===== config.mk =====
export PLATFORM = sky130hd
export DESIGN_NAME = dbg_ctrl
export DESIGN_NICKNAME = d
export VERILOG_FILES = /design/src/source/mips_dbg_pkg.sv /design/src/source/dbg_ctrl.sv
export SDC_FILE = /design/constraint.sdc
export NUM_CORES = 1
export LEC_CHECK = 0
export BUFFER_PORTS_ARGS = -buffer_cell sky130_fd_sc_hd__buf_4
export CORE_MARGIN = 3
export CORE_UTILIZATION = 40
export CTS_BUF_LIST = sky130_fd_sc_hd__clkbuf_4 sky130_fd_sc_hd__clkbuf_8
export CTS_CLUSTER_SIZE = 20
export DETAILED_ROUTE_END_ITERATION = 8
export GPL_ROUTABILITY_DRIVEN = 1
export HOLD_SLACK_MARGIN = 0.06
export PLACE_DENSITY = 0.75
export SYNTH_ARGS = -nofsm -noshare
export SYNTH_HDL_FRONTEND = slang
export SYNTH_SLANG_ARGS = --single-unit
export TNS_END_PERCENT = 10

===== constraint.sdc =====
create_clock -name clk50 -period 2.4 [get_ports clk50]
set_input_delay 0.12 -clock clk50 [delete_from_list [all_inputs] [get_ports clk50]]
set_output_delay 0.12 -clock clk50 [all_outputs]
set_load 0.02 [all_outputs]

===== src/source/mips_dbg_pkg.sv =====
package mips_dbg_pkg;

   //////////////////////////////////////////////////
   // Basic widths
   //////////////////////////////////////////////////

   // One machine word, also the MISO width
   typedef logic [31:0] word_t;

   // Host argument word carried on MOSI
   localparam int DBG_ARG_W = 25;

   // Widest word address a memory write can carry
   localparam int MEM_AW_MAX = 16;

   //////////////////////////////////////////////////
   // Host debug port
   //////////////////////////////////////////////////

   // Chip-select codes driven by the host
   typedef enum logic [3:0] {
      CS_IDLE     = 4'd0,
      CS_LOAD_LO  = 4'd1,   // stage low half
      CS_LOAD_HI  = 4'd2,   // high half plus address, then write
      CS_READ_REG = 4'd3,
      CS_READ_PC  = 4'd4,
      CS_READ_MEM = 4'd5
   } dbg_cs_e;

   // Synchronized host events, 32 bits
   typedef struct packed {
      logic                 sclk_rise;
      logic                 step_rise;
      logic                 cont_rise;
      dbg_cs_e              cs;
      logic [DBG_ARG_W-1:0] arg;
   } dbg_evt_t;

   // Memory write request, address zero-extended to MEM_AW_MAX
   typedef struct packed {
      logic                  en;
      logic [MEM_AW_MAX-1:0] addr;
      word_t                 data;
   } mem_wr_t;

   typedef mem_wr_t imem_wr_t;
   typedef mem_wr_t dmem_wr_t;

   // Readback selection from control to core
   typedef struct packed {
      logic [4:0] reg_idx;
      logic [7:0] mem_addr;
   } peek_t;

   // Core state seen by the debug port
   typedef struct packed {
      word_t pc;
      word_t reg_val;
      word_t mem_val;
   } core_view_t;

   //////////////////////////////////////////////////
   // MIPS encodings
   //////////////////////////////////////////////////

   localparam logic [5:0] OP_RTYPE = 6'h00;
   localparam logic [5:0] OP_ADDI  = 6'h08;
   localparam logic [5:0] OP_LW    = 6'h23;
   localparam logic [5:0] OP_SW    = 6'h2b;
   localparam logic [5:0] OP_BEQ   = 6'h04;
   localparam logic [5:0] OP_HALT  = 6'h3f;

   localparam logic [5:0] FN_ADD = 6'h20;
   localparam logic [5:0] FN_SUB = 6'h22;
   localparam logic [5:0] FN_AND = 6'h24;
   localparam logic [5:0] FN_OR  = 6'h25;
   localparam logic [5:0] FN_SLT = 6'h2a;

endpackage


===== src/source/dbg_ctrl.sv =====
`timescale 1ns/1ps

module dbg_ctrl import mips_dbg_pkg::*; #(
   parameter int IMEM_AW = 8
) (
   input  logic       clk50,
   input  logic       rst_n,
   input  dbg_evt_t   evt,
   input  logic       is_halt,
   input  core_view_t view,
   output logic       run_en,
   output imem_wr_t   imem_wr,
   output peek_t      peek,
   output word_t      miso
);

   typedef enum logic [1:0] {
      ST_HALTED = 2'd0,
      ST_RUN    = 2'd1,
      ST_STEP   = 2'd2
   } run_state_e;

   run_state_e  state;
   logic [15:0] lo_half;
   logic        halted;
   logic        cmd;

   assign halted = (state == ST_HALTED);
   // A command acts on the sclk edge only
   assign cmd    = evt.sclk_rise;

   //////////////////////////////////////////////////
   // Run control
   //////////////////////////////////////////////////

   always_ff @(posedge clk50) begin
      if (!rst_n) begin
         state <= ST_HALTED;
      end else begin
         case (state)
            ST_HALTED: begin
               if (evt.cont_rise) begin
                  state <= ST_RUN;
               end else if (evt.step_rise) begin
                  state <= ST_STEP;
               end
            end
            // Stay until the halt opcode shows up
            ST_RUN:  if (is_halt) state <= ST_HALTED;
            // Single enabled cycle
            ST_STEP: state <= ST_HALTED;
            default: state <= ST_HALTED;
         endcase
      end
   end

   assign run_en = (state == ST_RUN) || (state == ST_STEP);

   //////////////////////////////////////////////////
   // Program load and peek selection
   //////////////////////////////////////////////////

   always_ff @(posedge clk50) begin
      if (!rst_n) begin
         lo_half <= '0;
         peek    <= '0;
      end else if (cmd) begin
         case (evt.cs)
            CS_LOAD_LO:  lo_half       <= evt.arg[15:0];
            CS_READ_REG: peek.reg_idx  <= evt.arg[4:0];
            CS_READ_MEM: peek.mem_addr <= evt.arg[7:0];
            default: ;
         endcase
      end
   end

   // Write lands one cycle after the event
   always_comb begin
      imem_wr                    = '0;
      imem_wr.en                 = cmd && (evt.cs == CS_LOAD_HI) && halted;
      imem_wr.addr[IMEM_AW-1:0]  = evt.arg[16 +: IMEM_AW];
      // High half first
      imem_wr.data               = {evt.arg[15:0], lo_half};
   end

   //////////////////////////////////////////////////
   // Readback
   //////////////////////////////////////////////////

   always_ff @(posedge clk50) begin
      if (!rst_n) begin
         // Halted out of reset
         miso <= 32'd1;
      end else begin
         case (evt.cs)
            CS_READ_REG: miso <= view.reg_val;
            CS_READ_PC:  miso <= view.pc;
            CS_READ_MEM: miso <= view.mem_val;
            // Idle and load codes show the halt flag
            default:     miso <= {31'd0, halted};
         endcase
      end
   end

endmodule


=== Word-level counts from Yosys, hierarchy flattened ===
Index checks and enable logic that the tools add are counted.

* Register bits after elaboration: 63
* Input port bits: 131
* Output and inout port bits: 95

* Eq/ne operators: 9
* Multiplexer cells: 5
* Reductions and logical operators: 8

{| class="wikitable"
|+ Operators by type and width
! cell !! number
|-
| $pmux W32 S3 || 1
|-
| $eq A4 B2 Y1 const B || 2
|-
| $eq A4 B3 Y1 const B || 2
|-
| $reduce_and A2 Y1 || 4
|-
| $mux W2 || 3
|-
| $eq A4 B1 Y1 const B || 1
|-
| $pmux W2 S2 || 1
|-
| $ne A3 B3 Y1 const B || 1
|-
| $eq A2 B1 Y1 const B || 1
|-
| $eq A2 B2 Y1 const B || 1
|-
| $logic_and A1 B1 Y1 || 2
|-
| $logic_not A2 Y1 || 1
|-
| $ne A2 B2 Y1 const B || 1
|-
| $logic_or A1 B1 Y1 || 1
|}

=== Longest topological paths before layout ===
* Depth after elaboration: 3
* Mapped depth: 6
* Gate-level depth less buffers: 5

=== Least setup slack after synthesis ===
OpenSTA, ideal clock, no wires.

* Path kind: reg-to-output
* Start point: register state[0]
* End point: output imem_wr[48] (netlist bit)
* Data arrival time: 1097 ps
* Data required time: 2280 ps
* Path slack: 1183 ps
* Stages on the path, launching flop included: 5
* Path buffers: 0
* Cell sequence: dfxtp_1 -> inv_1 -> ha_1 -> inv_1 -> nor3_1

{| class="wikitable"
|+ RTL lines
! item !! line !! text
|-
| start: declaration || dbg_ctrl.sv:23 || <nowiki>run_state_e state;</nowiki>
|-
| start signal: assignment || dbg_ctrl.sv:38 || <nowiki>state <= ST_HALTED;</nowiki>
|-
| start signal: assignment || dbg_ctrl.sv:43 || <nowiki>state <= ST_RUN;</nowiki>
|-
| start signal: assignment || dbg_ctrl.sv:45 || <nowiki>state <= ST_STEP;</nowiki>
|-
| end: declaration || dbg_ctrl.sv:12 || <nowiki>output imem_wr_t imem_wr,</nowiki>
|}

==> flow_summary.yaml <==
worst_hold_path:
  hold_class: "in -> reg"
floorplanning:
  die_x_um: 98.43
  io_pins: 226
  start_util_pct: 41.38
  die_area_mm2: 0.009687
  core_mm2: 0.008258
  row_count: 33
  die_h_um: 98.43
yosys:
  ys_async_sr_fraction_pct: 0
  yosysWarnings: 0
  ys.flop_type: "dfxtp_1"
  synth_common_cells: "and3b_1, dfxtp_1, a21oi_1, nand2_1, buf_4"
  synth_top_area_share_pct: 36.91
  synth_cells: 412
  synth.distinct_cells: 32
  synth_top_area_cell: "dfxtp_1"
  syn_area_per_cell_um2: 8.294
  ys_ff_latch: 63
  synth-edff-count: 0
  ys_seq_area_share_pct: 36.91
  syn_area_mm2: 0.003417
  synth_area_leaders: "dfxtp_1, and3b_1, a21oi_1"
timing:
  setup_ws_ns: 0.8403
  finalMaxSlewViolations: 0
  fin_tns_setup_ns: 0
  worst_pin_slew_ns: 0.6956
  hold_viol: 0
  clock_skew_ns: 0.003540
  worst_hold_slack_ns: 0.07650
  rsz0062_at_grt: "no"
  min_period_over_period_pct: 64.99
  fmax_ghz: 0.6411
  setup_viol: 0
  fin_crit_ns: 1.560
  max_slew_margin_pct: 53.62
cells_and_area:
  fin_cells: 723
  num-fill-cells: 708
  final_nets: 746
  final_area_mm2: 0.005355
  areaGrowthSynthToFinish_pct: 56.72
  diodes: 0
  drive_gt1_share_pct: 36.57
clock_tree:
  htreeDepth: 3
  root_buffer: "clkbuf_8"
  post_cts_buffers: 0
  cts_buffers: 9
  tritoncts: "yes"
  cts.sinks: 63
  holdBufCountCts: 46
  cts_resized: 0
  cts_buffer_depth: 2
  clock_latency_ns: 0.34
  clk_pin_slew_ns: 0.08
placed_design:
  dp_hpwl_mm: 7.945
  gp_congestion: 0.8411
  placed_cells: 661
  dp_slack_ns: 0.7467
  port_buffers: 200
  placed_area_mm2: 0.004667
setup_path:
  required_ns: 2.28
  end_kind: "output port"
  regToRegSetupSlack_ns: 1.17
  critPathArrivalTime_ns: 1.44
  start_kind: "flip-flop"
  path_class: "reg -> out"
  cp_max_fo: 4
route:
  ant_nets: 0
  firstDrtPassIters: 4
  drtIter0Drc: 146
  num_vias: 3745
  finalWirelength_mm: 11.77
  drc: 0
  via_per_inst: 5.180
  post_drt_wl_per_cell_um: 16.28
global_route:
  antenna_found_initial: 0
  grtUsageMet3_pct: 4.600
  grt_first_pass_wirelength_mm: 18.35
  grt_max_degree: 89
  busiest_layer: "met2"
  overflow: 0
  groute.layer.met1.usage_pct: 27.05
  met2_usage_pct: 40.87
  grt_pass1_vias: 3622
  grt_use_total_pct: 23.48
job:
  drv_cap: 0
run_status:
  status: "complete, no violations"
pwr:
  power_density_mw_per_mm2: 493.4
  irDropWorstVdd_mv: 0.2878
  leakage_nw: 2.545
==> worst max-delay path, stage by stage (launching register included) <==
cell,delay (ns)
dfxtp_1,0.32
inv_1,0.07
ha_1,0.23
inv_1,0.10
nor3_1,0.20
buf_4,0.18
==> where the power goes <==
| part | internal [mW] | switching (mW) | total, mW |
|---|---|---|---|
| Sequential | 1.06 | 0.00601 | 1.06 |
| Clock | 0.598 | 0.474 | 1.07 |
| Combinational | 0.278 | 0.228 | 0.506 |
==> cell type report <==
class	instances	area (um^2)	share of cell area, %
inverters	7	26.28	0.4907
repair buffers	251	1999	37.34
multi-input cells	281	1709	31.92
flip-flops and latches	63	1261	23.55
clock buffers	9	123.9	2.313
clock inverters	7	103.9	1.939
well taps	105	131.4	2.453
==> stage by stage <==
stage	total power, mW	util [%]
2_1_floorplan	1.349	-
3_3_place_gp	1.523	56.52
3_5_place_dp	1.530	56.52
4_1_cts	2.676	64.85
5_1_grt	2.750	64.85
6_report	2.642	64.85
==> routing by layer <==
metal | vias to the layer above | share of wire [%]
met3 | 40 | 5.8
met4 | 0 | 4.4
met1 | 1758 | 39
li1 | 1797 | -
met2 | 150 | 51
met5 | - | 0
==> layout by cell type, fill, tap and decap left out, types with 2 or more instances in the layout <==
| cell type | instances |
|---|---|
| inv_6 | 2 |
| o21ai_0 | 25 |
| ha_1 | 2 |
| bufinv_16 | 2 |
| conb_1 | 8 |
| o21ai_1 | 31 |
| clkbuf_8 | 9 |
| nor2b_1 | 4 |
| inv_1 | 6 |
| dlygate4sd3_1 | 46 |
| clkinv_4 | 3 |
| and3b_1 | 63 |
| a21oi_1 | 58 |
| buf_4 | 205 |
| a31oi_1 | 2 |
| nand3_1 | 25 |
| nand4bb_2 | 2 |
| dfxtp_1 | 63 |
| nand2b_1 | 3 |
| nand2_1 | 42 |
| mux2i_1 | 5 |
==> logic make-up (layout without fill, tap and decap cells) <==
family                   Yosys count  after routing  share of synthesized area [%]
AND/OR/NAND/NOR                  146            146                          28.85
AO/OA/AOI/OAI                    119            119                          17.76
buffers and inverters             75            274                          13.84
flip-flops                        63             63                          36.91
multiplexers                       6              6                          1.794
adder cells (fa/ha/maj)            2              2                         0.7322
other                              1              8                         0.1097
==> sequential cells by signal (all words and copies together) (netlist names) <==
signal   flops
miso        32
lo_half     16
peek        13
state        2
==> worst paths after layout <==
| kind | end | cells past startpoint | from |
|---|---|---|---|
| worst max-delay path | imem_wr[48] | 5 | state[1] |
| worst min-delay path | miso[21] | 3 | view[85] |
| worst max register to register | miso[0] | 5 | state[0] |
| worst min register to register | peek[10] | 2 | peek[10] |
Power figures use the tool's default switching activity.
