**config.mk**
```make
export PLATFORM = sky130hd
export DESIGN_NAME = mips_core
export DESIGN_NICKNAME = d
export VERILOG_FILES = /design/src/source/mips_dbg_pkg.sv /design/src/source/mips_core.sv
export SDC_FILE = /design/constraint.sdc
export NUM_CORES = 2
export LEC_CHECK = 0
export ABC_CLOCK_PERIOD_IN_PS = 6800
export CAP_MARGIN = 5
export CORE_MARGIN = 1.5
export CORE_UTILIZATION = 40
export CTS_BUF_LIST = sky130_fd_sc_hd__clkbuf_2 sky130_fd_sc_hd__clkbuf_4 sky130_fd_sc_hd__clkbuf_8
export CTS_CLUSTER_DIAMETER = 80
export DETAILED_ROUTE_END_ITERATION = 8
export DONT_BUFFER_PORTS = 1
export GPL_TIMING_DRIVEN = 0
export PLACE_DENSITY = 0.58
export REMOVE_ABC_BUFFERS = 1
export SLEW_MARGIN = 15
export SYNTH_ARGS = -nofsm -noshare
export SYNTH_HDL_FRONTEND = slang
export SYNTH_SLANG_ARGS = --single-unit
```
**constraint.sdc**
```tcl
create_clock -name clk50 -period 6.8 [get_ports clk50]
set_input_delay 0.34 -clock clk50 [delete_from_list [all_inputs] [get_ports clk50]]
set_output_delay 0.34 -clock clk50 [all_outputs]
set_load 0.05 [all_outputs]
```
**src/source/mips_dbg_pkg.sv**
```systemverilog
package mips_dbg_pkg;

   //////////////////////////////////////////////////
   // Basic widths
   //////////////////////////////////////////////////

   // One machine word, also the MISO width
   typedef logic [31:0] word_t;

   // Host argument word carried on MOSI
   localparam int DBG_ARG_W = 25;

   // Widest word address a memory write can carry
   localparam int MEM_AW_MAX = 16;

   //////////////////////////////////////////////////
   // Host debug port
   //////////////////////////////////////////////////

   // Chip-select codes driven by the host
   typedef enum logic [3:0] {
      CS_IDLE     = 4'd0,
      CS_LOAD_LO  = 4'd1,   // stage low half
      CS_LOAD_HI  = 4'd2,   // high half plus address, then write
      CS_READ_REG = 4'd3,
      CS_READ_PC  = 4'd4,
      CS_READ_MEM = 4'd5
   } dbg_cs_e;

   // Synchronized host events, 32 bits
   typedef struct packed {
      logic                 sclk_rise;
      logic                 step_rise;
      logic                 cont_rise;
      dbg_cs_e              cs;
      logic [DBG_ARG_W-1:0] arg;
   } dbg_evt_t;

   // Memory write request, address zero-extended to MEM_AW_MAX
   typedef struct packed {
      logic                  en;
      logic [MEM_AW_MAX-1:0] addr;
      word_t                 data;
   } mem_wr_t;

   typedef mem_wr_t imem_wr_t;
   typedef mem_wr_t dmem_wr_t;

   // Readback selection from control to core
   typedef struct packed {
      logic [4:0] reg_idx;
      logic [7:0] mem_addr;
   } peek_t;

   // Core state seen by the debug port
   typedef struct packed {
      word_t pc;
      word_t reg_val;
      word_t mem_val;
   } core_view_t;

   //////////////////////////////////////////////////
   // MIPS encodings
   //////////////////////////////////////////////////

   localparam logic [5:0] OP_RTYPE = 6'h00;
   localparam logic [5:0] OP_ADDI  = 6'h08;
   localparam logic [5:0] OP_LW    = 6'h23;
   localparam logic [5:0] OP_SW    = 6'h2b;
   localparam logic [5:0] OP_BEQ   = 6'h04;
   localparam logic [5:0] OP_HALT  = 6'h3f;

   localparam logic [5:0] FN_ADD = 6'h20;
   localparam logic [5:0] FN_SUB = 6'h22;
   localparam logic [5:0] FN_AND = 6'h24;
   localparam logic [5:0] FN_OR  = 6'h25;
   localparam logic [5:0] FN_SLT = 6'h2a;

endpackage

```
**src/source/mips_core.sv**
```systemverilog
`timescale 1ns/1ps

module mips_core import mips_dbg_pkg::*; #(
   parameter int IMEM_AW = 8,
   parameter int DMEM_AW = 8
) (
   input  logic               clk50,
   input  logic               rst_n,
   input  logic               run_en,
   input  word_t              instr,
   output logic [IMEM_AW-1:0] imem_addr,
   output logic [DMEM_AW-1:0] dmem_addr,
   input  word_t              dmem_rdata,
   output dmem_wr_t           dmem_wr,
   input  peek_t              peek,
   output logic [DMEM_AW-1:0] peek_mem_addr,
   input  word_t              peek_mem_data,
   output logic               is_halt,
   output core_view_t         view
);

   word_t       pc;
   word_t       regs [32];

   // Instruction fields
   logic [5:0]  op;
   logic [4:0]  rs;
   logic [4:0]  rt;
   logic [4:0]  rd;
   logic [5:0]  funct;
   word_t       imm_sx;

   logic        is_rtype;
   logic        is_addi;
   logic        is_lw;
   logic        is_sw;
   logic        is_beq;

   word_t       rs_val;
   word_t       rt_val;
   word_t       alu_res;

   logic        wr_reg;
   logic [4:0]  wr_idx;
   word_t       wr_val;

   word_t       pc_plus4;
   word_t       pc_next;

   //////////////////////////////////////////////////
   // Decode
   //////////////////////////////////////////////////

   assign op     = instr[31:26];
   assign rs     = instr[25:21];
   assign rt     = instr[20:16];
   assign rd     = instr[15:11];
   assign funct  = instr[5:0];
   assign imm_sx = {{16{instr[15]}}, instr[15:0]};

   assign is_rtype = (op == OP_RTYPE);
   assign is_addi  = (op == OP_ADDI);
   assign is_lw    = (op == OP_LW);
   assign is_sw    = (op == OP_SW);
   assign is_beq   = (op == OP_BEQ);
   assign is_halt  = (op == OP_HALT);

   // Fetch by word address
   assign imem_addr = pc[IMEM_AW+1:2];

   //////////////////////////////////////////////////
   // Register file reads and ALU
   //////////////////////////////////////////////////

   // r0 always reads zero
   assign rs_val = (rs == 5'd0) ? '0 : regs[rs];
   assign rt_val = (rt == 5'd0) ? '0 : regs[rt];

   always_comb begin
      // Immediate sum for addi, lw and sw
      alu_res = rs_val + imm_sx;
      if (is_rtype) begin
         case (funct)
            FN_ADD:  alu_res = rs_val + rt_val;
            FN_SUB:  alu_res = rs_val - rt_val;
            FN_AND:  alu_res = rs_val & rt_val;
            FN_OR:   alu_res = rs_val | rt_val;
            FN_SLT:  alu_res = {31'd0, $signed(rs_val) < $signed(rt_val)};
            default: alu_res = '0;
         endcase
      end
   end

   //////////////////////////////////////////////////
   // Data memory
   //////////////////////////////////////////////////

   assign dmem_addr = alu_res[DMEM_AW+1:2];

   always_comb begin
      dmem_wr                   = '0;
      dmem_wr.en                = run_en & is_sw;
      dmem_wr.addr[DMEM_AW-1:0] = dmem_addr;
      dmem_wr.data              = rt_val;
   end

   //////////////////////////////////////////////////
   // Write back
   //////////////////////////////////////////////////

   // rd for R-type, rt for addi and lw
   assign wr_idx = is_rtype ? rd : rt;
   assign wr_reg = run_en && (is_rtype || is_addi || is_lw) && (wr_idx != 5'd0);
   assign wr_val = is_lw ? dmem_rdata : alu_res;

   always_ff @(posedge clk50) begin
      if (!rst_n) begin
         for (int i = 0; i < 32; i++) begin
            regs[i] <= '0;
         end
      end else if (wr_reg) begin
         regs[wr_idx] <= wr_val;
      end
   end

   //////////////////////////////////////////////////
   // Program counter
   //////////////////////////////////////////////////

   assign pc_plus4 = pc + 32'd4;

   always_comb begin
      pc_next = pc_plus4;
      if (is_halt) begin
         // Halt parks on itself
         pc_next = pc;
      end else if (is_beq && (rs_val == rt_val)) begin
         pc_next = pc_plus4 + {imm_sx[29:0], 2'b00};
      end
   end

   always_ff @(posedge clk50) begin
      if (!rst_n) begin
         pc <= '0;
      end else if (run_en) begin
         pc <= pc_next;
      end
   end

   //////////////////////////////////////////////////
   // Debug view
   //////////////////////////////////////////////////

   assign peek_mem_addr = DMEM_AW'(peek.mem_addr);

   assign view.pc      = pc;
   assign view.reg_val = (peek.reg_idx == 5'd0) ? '0 : regs[peek.reg_idx];
   assign view.mem_val = peek_mem_data;

endmodule

```
Word level (Yosys, flattened, before mapping)

Memories as Yosys holds them, arrays and structs flattened.
Index checks and enable logic that the tools add are counted.

Memories: 1
Memory bits (read-only): 0
Bits in latches: 0
Output and inout bits: 170
Bits in writable memories: 1024
Word-level logic and storage cells: 50
Bits in registers: 32

Memories:

| name | words | width | read ports | clocked after Yosys merged registers in | wr ports | RTL line        | source |
|---|---|---|---|---|---|---|---|
| regs | 32    | 32    | 3          | 0                                       | 32       | mips_core.sv:23 | `word_t regs [32];` |

Bitwise operators: 4
$lt $le $gt $ge: 1
$add $sub $neg: 5
Divide/modulo/power cells: 0
Reduce and logical (&&, ||, !) cells: 12
Shift operators: 0
Multiplexer cells: 15
Equal/unequal tests: 11
$mul: 0

Operators by type and width:

| operator                                                               | number |
|---|---|
| 32-bit 2-to-1 mux                                                      | 7 |
| 32-bit one-hot mux with 5 select lines                                 | 1 |
| 32-bit adder                                                           | 3 |
| 6-bit equality test (second input constant)                            | 8 |
| 32-bit by 3-bit adder with 32-bit output (second input constant)       | 1 |
| 32-bit bitwise AND                                                     | 1 |
| 32-bit equality test                                                   | 1 |
| 32-bit < comparator                                                    | 1 |
| 32-bit OR                                                              | 1 |
| 32-bit OR reduction                                                    | 1 |
| 32-bit subtractor                                                      | 1 |
| 5-bit logical NOT                                                      | 3 |
| 5-bit 2-to-1 mux                                                       | 2 |
| 6-bit by 3-bit equality test with 1-bit output (second input constant) | 1 |
| 6-bit by 4-bit equality test with 1-bit output (second input constant) | 1 |
| 6-bit logical NOT                                                      | 1 |
| 1-bit 2-to-1 mux                                                       | 5 |
| 5-bit nonzero test                                                     | 1 |
| 1-bit logical AND                                                      | 3 |
| 1-bit logical OR                                                       | 2 |
| 2-bit AND reduction                                                    | 1 |
| 1-bit bitwise AND                                                      | 1 |
| 1-bit NOT                                                              | 1 |

Logic depth before layout (Yosys ltp)

Depth after elaboration: 10
Depth in mapped cells: 25

Least setup slack after synthesis

OpenSTA, ideal clock, no wires.

Path type: input to register
Start point: input port instr[18]
End point: memory regs[10][7] (netlist bit) (data pin)
Setup time: 0.141 ns
Setup slack: -0.287 ns
Data required time: 6.659 ns
Path buffers: 6
Arrival time: 6.945 ns
Stages on the path: 20
Cells stage by stage: clkbuf_1 buf_1 clkbuf_1 clkbuf_1 clkbuf_1 a221oi_1 nor3_1 inv_1 ha_1 inv_1 a221oi_1 a21oi_1 o21ai_0 a21oi_1 a21oi_1 xnor2_1 o21ai_0 mux2i_1 clkbuf_1 nor2_1

RTL lines:

| item               | RTL line        | source |
|---|---|---|
| start: declaration | mips_core.sv:10 | `input word_t instr,` |
| end: declaration   | mips_core.sv:23 |  |

==> impl_metrics.json <==
{
  "status": "finished, violations left",
  "violations": "DRC, slew limit, setup timing",
  "hold_depth": 5,
  "hold_class": "in -> reg",
  "fin_crit_ps": 6860,
  "ys_seq_elements": 1054,
  "wl_per_cell_um": 38.7,
  "vias": 53800,
  "fp-row-count": 154,
  "netlist_instances": 5489,
  "maxSlewViolCount": 5,
  "dp_hpwl_mm": 184,
  "crit_type": "in -> reg",
  "area_growth_pct": 12.6,
  "syn_area_sq_mm": 0.0708,
  "finalSetupViolCount": 15,
  "min_from": "instr[0]",
  "cts_buffers": 183,
  "synth_edf_count": 1024,
  "rr_endpoint": "regs[3][26]",
  "tightest_slew_ps": 1500,
  "grt_pass1_wl_mm": 412,
  "rsz0062_at_grt": "false",
  "die_h_um": 424,
  "synth_top_area_share_pct": 43.4,
  "fin_ws_ps": -61.7,
  "vdd_ir_drop_max_v": 0.000208,
  "cp.required_ps": 7490,
  "dr.pass1.iters": 9,
  "end_kind": "flip-flop",
  "io_pins": 282,
  "hold_path_end": "regs[5][28]",
  "clkTransAtPathRegs_ps": 60,
  "hold_violations": 0,
  "clkLatencyLatePin_ps": 990,
  "place_area_sq_mm": 0.0755,
  "synth_top_cells_by_area": "edfxtp_1 (43%), mux4_2 (28%), nor2_1 (5.3%), ha_1 (2.8%), clkbuf_1 (2.0%)",
  "r2r_setup_slack_ps": 120,
  "coreArea_sq_mm": 0.176,
  "cts_root_buf": "clkbuf_8",
  "port_buffers": 0,
  "reg2reg_depth": 17,
  "cts_tree": "built",
  "slew-limit-headroom_pct": -0.100,
  "die_w_um": 424,
  "grt.total_usage_pct": 33.2,
  "clock_path_buffers": 3,
  "htreeDepth": 4,
  "grt_max_degree": 299,
  "synth.most_common_cell": "edfxtp_1",
  "final_design_area_no_fill_sq_mm": 0.0798,
  "grt-ovfl-total": 0,
  "async_flop_share_pct": 0,
  "cap_violations": 0,
  "synth_seq_area_share_pct": 44.3,
  "syn_area_per_cell_sq_um": 12.9,
  "p_leak_nw": 28.6,
  "nNetsFinal": 5610,
  "synth_cell_types": 78,
  "remaining_drc_errors": 1,
  "antenna_found_initial": 26,
  "wl_mm": 303,
  "max_freq_mhz": 146,
  "cts.sinks": 1054,
  "initial_core_util_pct": 40.2,
  "reg2reg_from": "regs[7][9]",
  "drtIter0Drc": 8728,
  "synth_top_area_cell": "edfxtp_1",
  "fin_skew_ps": 84.4,
  "start_kind": "input pin",
  "p_total_mw": 18.6,
  "worst-path-max-fanout": 220,
  "ys.flop_type": "edfxtp_1",
  "first_global_vias": 52500,
  "avgViaCountPerCell": 6.88,
  "dieArea_sq_mm": 0.180,
  "min_period_over_period_pct": 101,
  "synth_commonest_cells": "edfxtp_1 (1024), nor2_1 (1001), mux4_2 (882)",
  "pwr_density_cell_mw_per_mm2": 233,
  "antenna_left": 0,
  "cp.arrival_ps": 7560,
  "synth-warning-count": 0,
  "finalWeightedCongestion": 0.968,
  "drive_above_1_share_pct": 28.2
}
-- worst max path at each step --
stage | end | slack [ps] | start
floorplan | regs[10][7] | -1990 | instr[17]
global placement | regs[13][8] | -14680 | instr[17]
detailed placement | regs[8][30] | -1240 | instr[17]
CTS | regs[6][31] | 4 | regs[3][0]
global route | regs[12][29] | 50 | regs[3][0]
finish | regs[3][26] | -60 | instr[17]
-- cell families after synthesis --
group,share of synthesized area (%)
fa+ha+maj,2.89
mux,30.6
buf+inv,4.37
xor+xnor,1.32
flops,44.3
compound gates,6.18
other cells,0.00529
simple gates,10.3
-- flip-flops by register name, summed over array words and instances (netlist names) --
name	flops
regs	1024
pc	30
-- layout by cell type (no fill, tap or decap), drive strengths merged, types with 31 or more instances in the layout --
| master | count |
|---|---|
| edfxtp | 1024 |
| ha | 157 |
| o21ai | 118 |
| nand2b | 46 |
| o21bai | 34 |
| o221ai | 31 |
| xnor2 | 77 |
| nor3 | 242 |
| nand3 | 39 |
| buf | 166 |
| mux2i | 143 |
| a21o | 70 |
| inv | 124 |
| nand2 | 242 |
| mux2 | 37 |
| dlygate4sd3 | 59 |
| conb | 42 |
| nor2 | 1003 |
| mux4 | 882 |
| clkbuf | 255 |
| clkinv | 56 |
| a21oi | 187 |
-- final cells by class --
cell class / instances / area, sq um
Clock buffer: 255 / 3080
Timing Repair Buffer: 225 / 3630
Clock inverter: 69 / 503
Inverter: 121 / 460
Multi-Input combinational cell: 3752 / 37800
Sequential cell: 1054 / 31400
Tap cell: 2340 / 2930
Antenna cell: 8 / 20.0
Fill cell: 15900 / 96400
-- per-stage QoR --
step           std cells  worst slack, ps  hold slack (ps)  utilization [%]  setup TNS, ps
2_1_floorplan       4926            -1990              473                -        -523710
3_3_place_gp        7266           -14680              495             40.5              -
3_5_place_dp        7428            -1240              512             42.8        -382920
4_1_cts             7812             4.22             10.3             45.2              0
5_1_grt             7818             48.7             65.1             45.3              0
6_report            7824            -61.7             92.1             45.3           -693
-- power breakdown --
group | leakage (nW) | total [mW] | internal, mW | switching (mW)
registers | 10.8 | 7.54 | 7.34 | 0.194
clock network | 1.89 | 5.97 | 3.09 | 2.88
logic | 15.9 | 5.05 | 1.96 | 3.09
-- layer usage --
layer / up-vias / global-route usage (%) / share of wire [%]
met5: - / 0.0538 / 0.0089
met2: 4413 / 50.0 / 45
met4: 4 / 18.8 / 6.4
met1: 27400 / 42.5 / 35
li1: 21100 / - / -
met3: 915 / 10.3 / 14
-- what timing repair did --
item | CTS | global route
gates resized for setup | 2 | 5
endpoints found under the setup margin | 155 | 122
pin swaps | 1 | 3
hold buffers | 60 | 0
buffers inserted | 0 | 3
endpoints found under the hold margin | 1283 | 0
gates cloned | 0 | 1
-- critical path, stage by stage --
cell	delay (ps)
or3_4	670
nor3_2	230
buf_4	270
buf_4	180
buf_4	200
or3_4	470
clkinvlp_4	350
ha_2	310
fa_1	230
a211oi_2	100
o21ai_0	510
a2111oi_2	150
buf_4	190
o31ai_1	850
nand2_1	170
a2111oi_0	830
o211ai_1	220
xnor2_1	200
a21oi_4	540
buf_16	220
nor2_1	60
No activity file was read; power rests on OpenSTA's default activity.
