===== src/source/mips_dbg_pkg.sv =====
package mips_dbg_pkg;

   //////////////////////////////////////////////////
   // Basic widths
   //////////////////////////////////////////////////

   // One machine word, also the MISO width
   typedef logic [31:0] word_t;

   // Host argument word carried on MOSI
   localparam int DBG_ARG_W = 25;

   // Widest word address a memory write can carry
   localparam int MEM_AW_MAX = 16;

   //////////////////////////////////////////////////
   // Host debug port
   //////////////////////////////////////////////////

   // Chip-select codes driven by the host
   typedef enum logic [3:0] {
      CS_IDLE     = 4'd0,
      CS_LOAD_LO  = 4'd1,   // stage low half
      CS_LOAD_HI  = 4'd2,   // high half plus address, then write
      CS_READ_REG = 4'd3,
      CS_READ_PC  = 4'd4,
      CS_READ_MEM = 4'd5
   } dbg_cs_e;

   // Synchronized host events, 32 bits
   typedef struct packed {
      logic                 sclk_rise;
      logic                 step_rise;
      logic                 cont_rise;
      dbg_cs_e              cs;
      logic [DBG_ARG_W-1:0] arg;
   } dbg_evt_t;

   // Memory write request, address zero-extended to MEM_AW_MAX
   typedef struct packed {
      logic                  en;
      logic [MEM_AW_MAX-1:0] addr;
      word_t                 data;
   } mem_wr_t;

   typedef mem_wr_t imem_wr_t;
   typedef mem_wr_t dmem_wr_t;

   // Readback selection from control to core
   typedef struct packed {
      logic [4:0] reg_idx;
      logic [7:0] mem_addr;
   } peek_t;

   // Core state seen by the debug port
   typedef struct packed {
      word_t pc;
      word_t reg_val;
      word_t mem_val;
   } core_view_t;

   //////////////////////////////////////////////////
   // MIPS encodings
   //////////////////////////////////////////////////

   localparam logic [5:0] OP_RTYPE = 6'h00;
   localparam logic [5:0] OP_ADDI  = 6'h08;
   localparam logic [5:0] OP_LW    = 6'h23;
   localparam logic [5:0] OP_SW    = 6'h2b;
   localparam logic [5:0] OP_BEQ   = 6'h04;
   localparam logic [5:0] OP_HALT  = 6'h3f;

   localparam logic [5:0] FN_ADD = 6'h20;
   localparam logic [5:0] FN_SUB = 6'h22;
   localparam logic [5:0] FN_AND = 6'h24;
   localparam logic [5:0] FN_OR  = 6'h25;
   localparam logic [5:0] FN_SLT = 6'h2a;

endpackage


===== src/source/dbg_host_sync.sv =====
`timescale 1ns/1ps

module dbg_host_sync import mips_dbg_pkg::*; #(
   parameter int SYNC_STAGES = 2
) (
   input  logic                 clk50,
   input  logic                 rst_n,
   input  logic                 sclk,
   input  logic                 step,
   input  logic                 cont,
   input  logic [3:0]           cs,
   input  logic [DBG_ARG_W-1:0] mosi,
   output dbg_evt_t             evt
);

   // All host pins travel as one bundle
   localparam int PIN_W = 3 + 4 + DBG_ARG_W;

   logic [PIN_W-1:0]                    pins;
   logic [SYNC_STAGES-1:0][PIN_W-1:0]   chain;
   logic [PIN_W-1:0]                    pins_s;
   logic [2:0]                          lvl_prev;

   assign pins = {sclk, step, cont, cs, mosi};

   //////////////////////////////////////////////////
   // Synchronizer chain
   //////////////////////////////////////////////////

   always_ff @(posedge clk50) begin
      if (!rst_n) begin
         chain <= '0;
      end else begin
         chain[0] <= pins;
         for (int i = 1; i < SYNC_STAGES; i++) begin
            chain[i] <= chain[i-1];
         end
      end
   end

   // Last stage is safe to use
   assign pins_s = chain[SYNC_STAGES-1];

   //////////////////////////////////////////////////
   // Edge detect and event register
   //////////////////////////////////////////////////

   always_ff @(posedge clk50) begin
      if (!rst_n) begin
         lvl_prev <= '0;
         evt      <= '0;
      end else begin
         // Old level of sclk, step, cont
         lvl_prev      <= pins_s[PIN_W-1 -: 3];
         // One-cycle pulse per rising edge
         evt.sclk_rise <= pins_s[PIN_W-1] & ~lvl_prev[2];
         evt.step_rise <= pins_s[PIN_W-2] & ~lvl_prev[1];
         evt.cont_rise <= pins_s[PIN_W-3] & ~lvl_prev[0];
         // cs and arg line up with the pulses
         evt.cs        <= dbg_cs_e'(pins_s[DBG_ARG_W +: 4]);
         evt.arg       <= pins_s[DBG_ARG_W-1:0];
      end
   end

endmodule


===== config.mk =====
export PLATFORM = sky130hd
export DESIGN_NAME = dbg_host_sync
export DESIGN_NICKNAME = d
export VERILOG_FILES = /design/src/source/mips_dbg_pkg.sv /design/src/source/dbg_host_sync.sv
export SDC_FILE = /design/constraint.sdc
export NUM_CORES = 1
export LEC_CHECK = 0
export BUFFER_PORTS_ARGS = -buffer_cell sky130_fd_sc_hd__buf_2
export CORE_MARGIN = 2
export CORE_UTILIZATION = 30
export DETAILED_ROUTE_END_ITERATION = 12
export PLACE_DENSITY_LB_ADDON = 0.3
export SYNTH_ARGS = -nofsm -noshare
export SYNTH_HDL_FRONTEND = slang
export SYNTH_SLANG_ARGS = --single-unit

===== constraint.sdc =====
create_clock -name clk50 -period 0.8 [get_ports clk50]
set_clock_uncertainty 0.05 [all_clocks]
set_input_delay 0.12 -clock clk50 [delete_from_list [all_inputs] [get_ports clk50]]
set_output_delay 0.12 -clock clk50 [all_outputs]
set_load 0.005 [all_outputs]

### Word-level counts from Yosys, hierarchy flattened

Cells that the tools add are included.

* bitwise gates (word level): 6

Operators by type and width (count)
* $and 1x1->1: 3
* $not 1->1: 3

* input port bits: 34
* logic and storage cells: 14
* flip-flop bits (word level): 99

### Longest topological paths before layout

Gate-level depths: netlist of run 1.

* depth in word-level cells: 2
* gate-level depth with buffers: 3
* mapped depth without buffers: 1

### Worst setup path before layout of run 1

Ideal clock, no wire load.

* kind: input-to-reg
* from: in rst_n
* to: reg chain[14] (netlist bit)
* path buffers: 2
* arrival: 0.489 ns
* slack: 0.146 ns
* library setup time: 0.115 ns
* stages on the path: 3
* cells stage by stage: buf_4 buf_6 and2_1

RTL lines
* from (decl): RTL line dbg_host_sync.sv:7 `input logic rst_n,`
* to (signal, indexed assignment): RTL line dbg_host_sync.sv:36 `chain[i] <= chain[i-1];`
* to (decl): RTL line dbg_host_sync.sv:20 `logic [SYNC_STAGES-1:0][PIN_W-1:0] chain;`

No word-level cell between the ends.

### Worst setup path after layout of run 1

* from: reg evt[1] (netlist bit)
* to: out evt[1] (netlist bit)

RTL lines
* from (decl): RTL line dbg_host_sync.sv:13 `output dbg_evt_t evt`

No word-level cell between the ends.

==> results.yml, run 1 <==
status:
  run_status: "finished with violations"
  violations: "negative setup slack"
placement:
  pre_cts_ws_ns: 0.0190
  dpl-instance-area_sq_mm: 0.00313
  hpwl_mm: 2.33
  port_buffers: 65
  dp_cells: 374
  routabilityCongestion: 0.709
clock_tree:
  postCtsSetupBuffers: 0
  numCtsBuffers: 9
  clkLatencyLatePin_ns: 0.34
  cts_sinks: 99
  clk_pin_slew_worst_paths_ns: 0.09
  cts_root_buf: "clkbuf_8"
  ctsLongestPathBuffers: 2
  cts_tree: "built"
  cts_max_level: 3
sta:
  setup_tns_ns: -4.25
  slew_headroom: 0.892
  setup_viol: 32
  final_max_slew_viol_count: 0
  timing.fmax_mhz: 1050
  tightestPinTransition_ns: 0.162
  hold_viol_final: 0
  fin_ws_ns: -0.153
  hold_slack_ns: 0.0630
  rsz0062_at_grt: "yes"
  min_period_ns: 0.953
  fin_crit_sh: 1.19
cells_and_area:
  seq_area_sq_mm: 0.00199
  drive_gt1_frac: 0.290
  final_cells: 422
  fill_cells: 843
  multi_input_area_sq_um: 627
  design_area_sq_mm: 0.00368
  final_net_count: 343
  fin_util: 0.424
  num_antenna_cells: 0
  layout_commonest_cell: "and2_1"
  area_growth_syn_to_layout_pct: 37.9
  final_cell_mix: "and2_1 (96), dfxtp_1 (92), buf_2 (61)"
logic_synthesis:
  synth_top_area_frac: 0.743
  syn_nets: 242
  ys_warn_count: 0
  syn_inst: 208
  yosysTopAreaCell: "dfxtp_1"
  synth.avg_cell_area_sq_um: 12.8
  synthTopCellsByArea: "dfxtp_1 (74%), and2_1 (23%), buf_2 (1.5%), and3b_1 (0.98%), buf_6 (0.42%)"
  syn_area_sq_mm: 0.00267
  yosys_register_bits: 99
  yosysSeqAreaShare: 0.743
  yosysUniqueCellTypes: 6
power_and_ir_drop:
  power_frac_comb: 0.054
  seqPwrFrac: 0.598
  peakVddDrop_mv: 0.785
  p_leak_nw: 1.68
  switching_power_mw: 1.78
  power_mw: 8.63
  p_clk_frac: 0.349
  intPower_mw: 6.84
  swShare: 0.207
  powerDensity_mw_per_mm2: 2340
route:
  routed-via-count: 1579
  wl_per_cell_um: 9.14
  routed_via_density: 3.74
  dr.pass1.iters: 3
  ant_nets: 0
  route.detailed.drc: 0
  drt_iter0_markers: 12
  wirelength_mm: 3.86
global_routing:
  grtUsageMet1: 0.0936
  met3_usage: 0.0508
  grt_pass1_vias: 1436
  antenna_found_initial: 0
  grt_max_degree: 40
  grt_overflow: 0
  grt_pass1_wl_mm: 6.35
  grtUsageMet2: 0.126
  grt_use_total: 0.0841
  top_usage_layer: "met2"
die:
  fp-row-count: 34
  coreArea_sq_mm: 0.00868
  fp.dieW_um: 98.3
  ioPinCount: 66
  die_y_um: 98.3
  start_util: 0.307
  die_area_sq_mm: 0.00966
setup_path:
  required_ns: 0.63
  critPathLaunchType: "register"
  path_class: "register to primary output"
  critPathArrivalTime_ns: 0.78
  crit_buf_inv: 1
  cpMaxStageDelayCell: "dfxtp_2"
  crit_path_max_incr_delay_ns: 0.33
  crit_family: "flip-flops"
  path_cells: "buf_6"
  path_max_fanout: 1
  cp-end-kind: "primary output"
job:
  maxCapViolations: 0
min_path:
  holdCritPathClass: "primary input to register"
-- cell type report --
class | count | share of cell area
clock buffers | 12 | 0.0449
clock inverters | 4 | 0.00850
multi-input cells | 99 | 0.170
flip-flops and latches | 99 | 0.541
well taps | 108 | 0.0367
repair buffers | 100 | 0.199
-- final timing paths --
check	startpoint	end	slack, ns	cells past startpoint
setup / recovery	evt[1]	evt[1]	-0.15	1
hold / removal	rst_n	chain[29]	0.06	2
setup reg to reg	pins_s[30]	evt[30]	0.16	1
hold reg to reg	chain[7]	pins_s[7]	0.38	1
-- synth_stat cells, drive strengths merged --
cell type / instances
and3b: 3
and2: 96
buf: 10
dfxtp: 99
-- power groups by stage --
stage	Clock, mW	Sequential, mW	Combinational [mW]
floorplan	0	5.27	0.172
finish	3.01	5.16	0.462
detailed placement	0	5.27	0.342
global route	3.38	5.18	0.517
CTS	3.15	5.16	0.462
global placement	0	5.27	0.334
-- repair_timing --
action	4_1_cts	5_1_grt
hold buffers	32	0
resized for setup	1	10
endpoints found under the hold margin	32	0
endpoints found under the setup margin	32	32
-- routing by layer --
| layer | part of all wire | routed length [um] |
|---|---|---|
| met3 | 0.083 | 319 |
| met5 | 0 | 0 |
| met1 | 0.45 | 1750 |
| met2 | 0.44 | 1710 |
| met4 | 0.021 | 80 |
-- registers in the layout, summed over array words and instances, names as in the netlist --
register	flops
evt	32
lvl_prev	3
pins_s	32
chain	32
-- kinds of logic (layout without fill, tap and decap cells) --
kind of cell	Yosys count	count (layout)	share of synthesized area
buffers and inverters	10	116	0.0220
AND/OR/NAND/NOR	99	99	0.235
flip-flops	99	99	0.743
Power figures use the tool's default switching activity.
==> run 2, diff against run 1 <==
--- a/config.mk
+++ b/config.mk
@@ -6,4 +6,5 @@
 export NUM_CORES = 1
 export LEC_CHECK = 0
+export ABC_AREA = 1
 export BUFFER_PORTS_ARGS = -buffer_cell sky130_fd_sc_hd__buf_2
 export CORE_MARGIN = 2
--- a/constraint.sdc
+++ b/constraint.sdc
@@ -3,3 +3,3 @@
 set_input_delay 0.12 -clock clk50 [delete_from_list [all_inputs] [get_ports clk50]]
 set_output_delay 0.12 -clock clk50 [all_outputs]
-set_load 0.005 [all_outputs]
+set_load 0.05 [all_outputs]
==> results.yml, run 2 <==
min_path:
  hold_depth: 3
  hold_end: "pins_s[29]"
  holdCritPathClass: "primary input to register"
  min_from: "rst_n"
route:
  ant_nets: 0
  drt_iter0_markers: 7
  routed-via-count: 1846
  wl_per_cell_um: 8.16
  route.detailed.drc: 0
  wirelength_mm: 4.25
  dr.pass1.iters: 2
  routed_via_density: 3.55
clock_tree:
  clkLatencyLatePin_ns: 0.34
  numCtsBuffers: 9
  postCtsSetupBuffers: 0
  cts_tree: "built"
  ctsLongestPathBuffers: 2
  cts_root_buf: "clkbuf_8"
  cts_max_level: 3
  cts_sinks: 99
  clk_pin_slew_worst_paths_ns: 0.09
global_routing:
  grt_pass1_vias: 1686
  grt_overflow: 0
  grt_use_total: 0.0912
  grt_max_degree: 44
  grt_pass1_wl_mm: 7.06
  antenna_found_initial: 0
logic_synthesis:
  synth.avg_cell_area_sq_um: 9.28
  synth_edf_count: 0
  synthTopCellsByArea: "dfxtp_1 (70%), inv_1 (11%), nand2_1 (11%), nand2_2 (2.2%), buf_6 (1.6%)"
  yosys.area_share.simple: 0.140
  synth.most_common_cell: "dfxtp_1"
  muxShareOfSynthArea: 0
  synth_top_family_by_area: "buffers and inverters"
  synthFlopType: "dfxtp_1"
  yosysTopAreaCell: "dfxtp_1"
  synth-async-reset-ratio: 0
  syn_inst: 305
  yosys_register_bits: 99
  syn_nets: 339
  ys_warn_count: 0
  synth_top_area_frac: 0.700
  yosysSeqAreaShare: 0.700
  synth_compound_area_frac: 0
  synthAdderAreaFrac: 0
  ys_top_cells_by_count: "dfxtp_1 (99), inv_1 (86), nand2_1 (86), inv_2 (10), nand2_2 (10)"
  syn_area_sq_mm: 0.00283
  synthXorXnorAreaFrac: 0
  yosysUniqueCellTypes: 10
setup_path:
  cpMaxStageDelayCell: "dfxtp_2"
  crit_buf_inv: 1
  crit_path_max_incr_delay_ns: 0.36
  crit_family: "flip-flops"
  r2r_start: "pins_s[29]"
  required_ns: 0.63
  regToRegSetupSlack_ns: 0.22
  cp-end-kind: "primary output"
  path_max_fanout: 1
  critPathArrivalTime_ns: 0.85
  critPathLaunchType: "register"
  path_cells: "buf_8"
  r2r_cells: 2
  path_class: "register to primary output"
  reg2reg_to: "evt[29]"
die:
  start_util: 0.308
  fp-row-count: 35
  die_area_sq_mm: 0.0102
  ioPinCount: 66
  die_y_um: 101
  coreArea_sq_mm: 0.00920
  fp.dieW_um: 101
sta:
  setup_viol: 32
  slew_headroom: 0.885
  fin_crit_sh: 1.27
  final_max_slew_viol_count: 0
  rsz0062_at_grt: "yes"
  tightestPinTransition_ns: 0.173
  timing.fmax_mhz: 982
  min_period_ns: 1.02
  hold_viol_final: 0
  fin_ws_ns: -0.219
cells_and_area:
  seq_area_sq_mm: 0.00202
  multi_input_area_sq_um: 397
  final_cell_mix: "nand2_1 (86), inv_1 (86), dfxtp_1 (67)"
  fill_cells: 887
  drive_gt1_frac: 0.330
  num_antenna_cells: 0
  area_growth_syn_to_layout_pct: 44.2
  final_net_count: 440
placement:
  port_buffers: 65
  routabilityCongestion: 0.685
  pre_cts_ws_ns: 0.00923
  hpwl_mm: 2.52
job:
  maxCapViolations: 0
power_and_ir_drop:
  power_mw: 8.62
  p_leak_nw: 2.40
  peakVddDrop_mv: 0.914
  powerDensity_mw_per_mm2: 2110
status:
  violations: "negative setup slack"
  run_status: "finished with violations"
run 2: cell count changes after synthesis, sizes merged:
cell | before | now
and2 | 96 | 0
and3b | 3 | 0
buf | 10 | 11
nand2 | 0 | 96
nor2 | 0 | 3
inv | 0 | 96
run 2: worst max-delay path by stage:
stage	from	to	slack, ns	depth (start not counted)
2_1_floorplan	evt[0]	evt[0]	0.04	0
3_3_place_gp	rst_n	chain[16]	0.02	4
3_5_place_dp	rst_n	chain[21]	0.009	4
4_1_cts	evt[4]	evt[4]	-0.24	1
5_1_grt	evt[3]	evt[3]	-0.27	1
6_report	evt[3]	evt[3]	-0.22	1
run 2: what timing repair did:
action                     in CTS  in global routing
hold buffers                   32                  0
setup endpoints to repair      32                 32
gates resized for setup       104                 18
hold endpoints to repair       32                  0
run 2: layout make-up:
class,count,share of cell area
clock buffer,9,0.0303
timing repair buffer,101,0.245
tap,111,0.0340
clock inverter,5,0.00981
multi-input combinational,99,0.0971
sequential,99,0.495
inverter,96,0.0883
run 2: cells by family (layout without fill, tap and decap cells):
family	after synthesis	count (layout)
buffers and inverters	107	211
DFF	99	99
and+or+nand+nor	99	99
run 2: per-layer routing:
layer / track usage / up-vias / wire (um)
met4: 0.0634 / 0 / 161
li1: - / 1011 / -
met1: 0.0885 / 777 / 1690
met2: 0.162 / 43 / 2230
met3: 0.0311 / 15 / 163
met5: 0 / - / 0
run 2: power by group:
part,switching [mW],internal [mW]
clock network,1.59,1.11
registers,0.0646,5.13
logic,0.367,0.361
run 2: worst register-to-register path: cells and delay by family, from the launching register on:
kind             cells  cell delay (ns)
DFF                  1             0.32
and+or+nand+nor      2             0.15
run 2: through the flow:
step	setup TNS, ns	utilization	instances	cell area [sq um]	hold slack [ns]
after global routing	-7.63	0.444	520	4080	0.0162
after CTS	-6.91	0.437	520	4020	0.00756
final	-6.04	0.444	520	4080	0.0264
after floorplan	0	-	305	2830	0.163
after global placement	0	0.355	474	3260	0.252
after detailed placement	0	0.355	474	3260	0.254
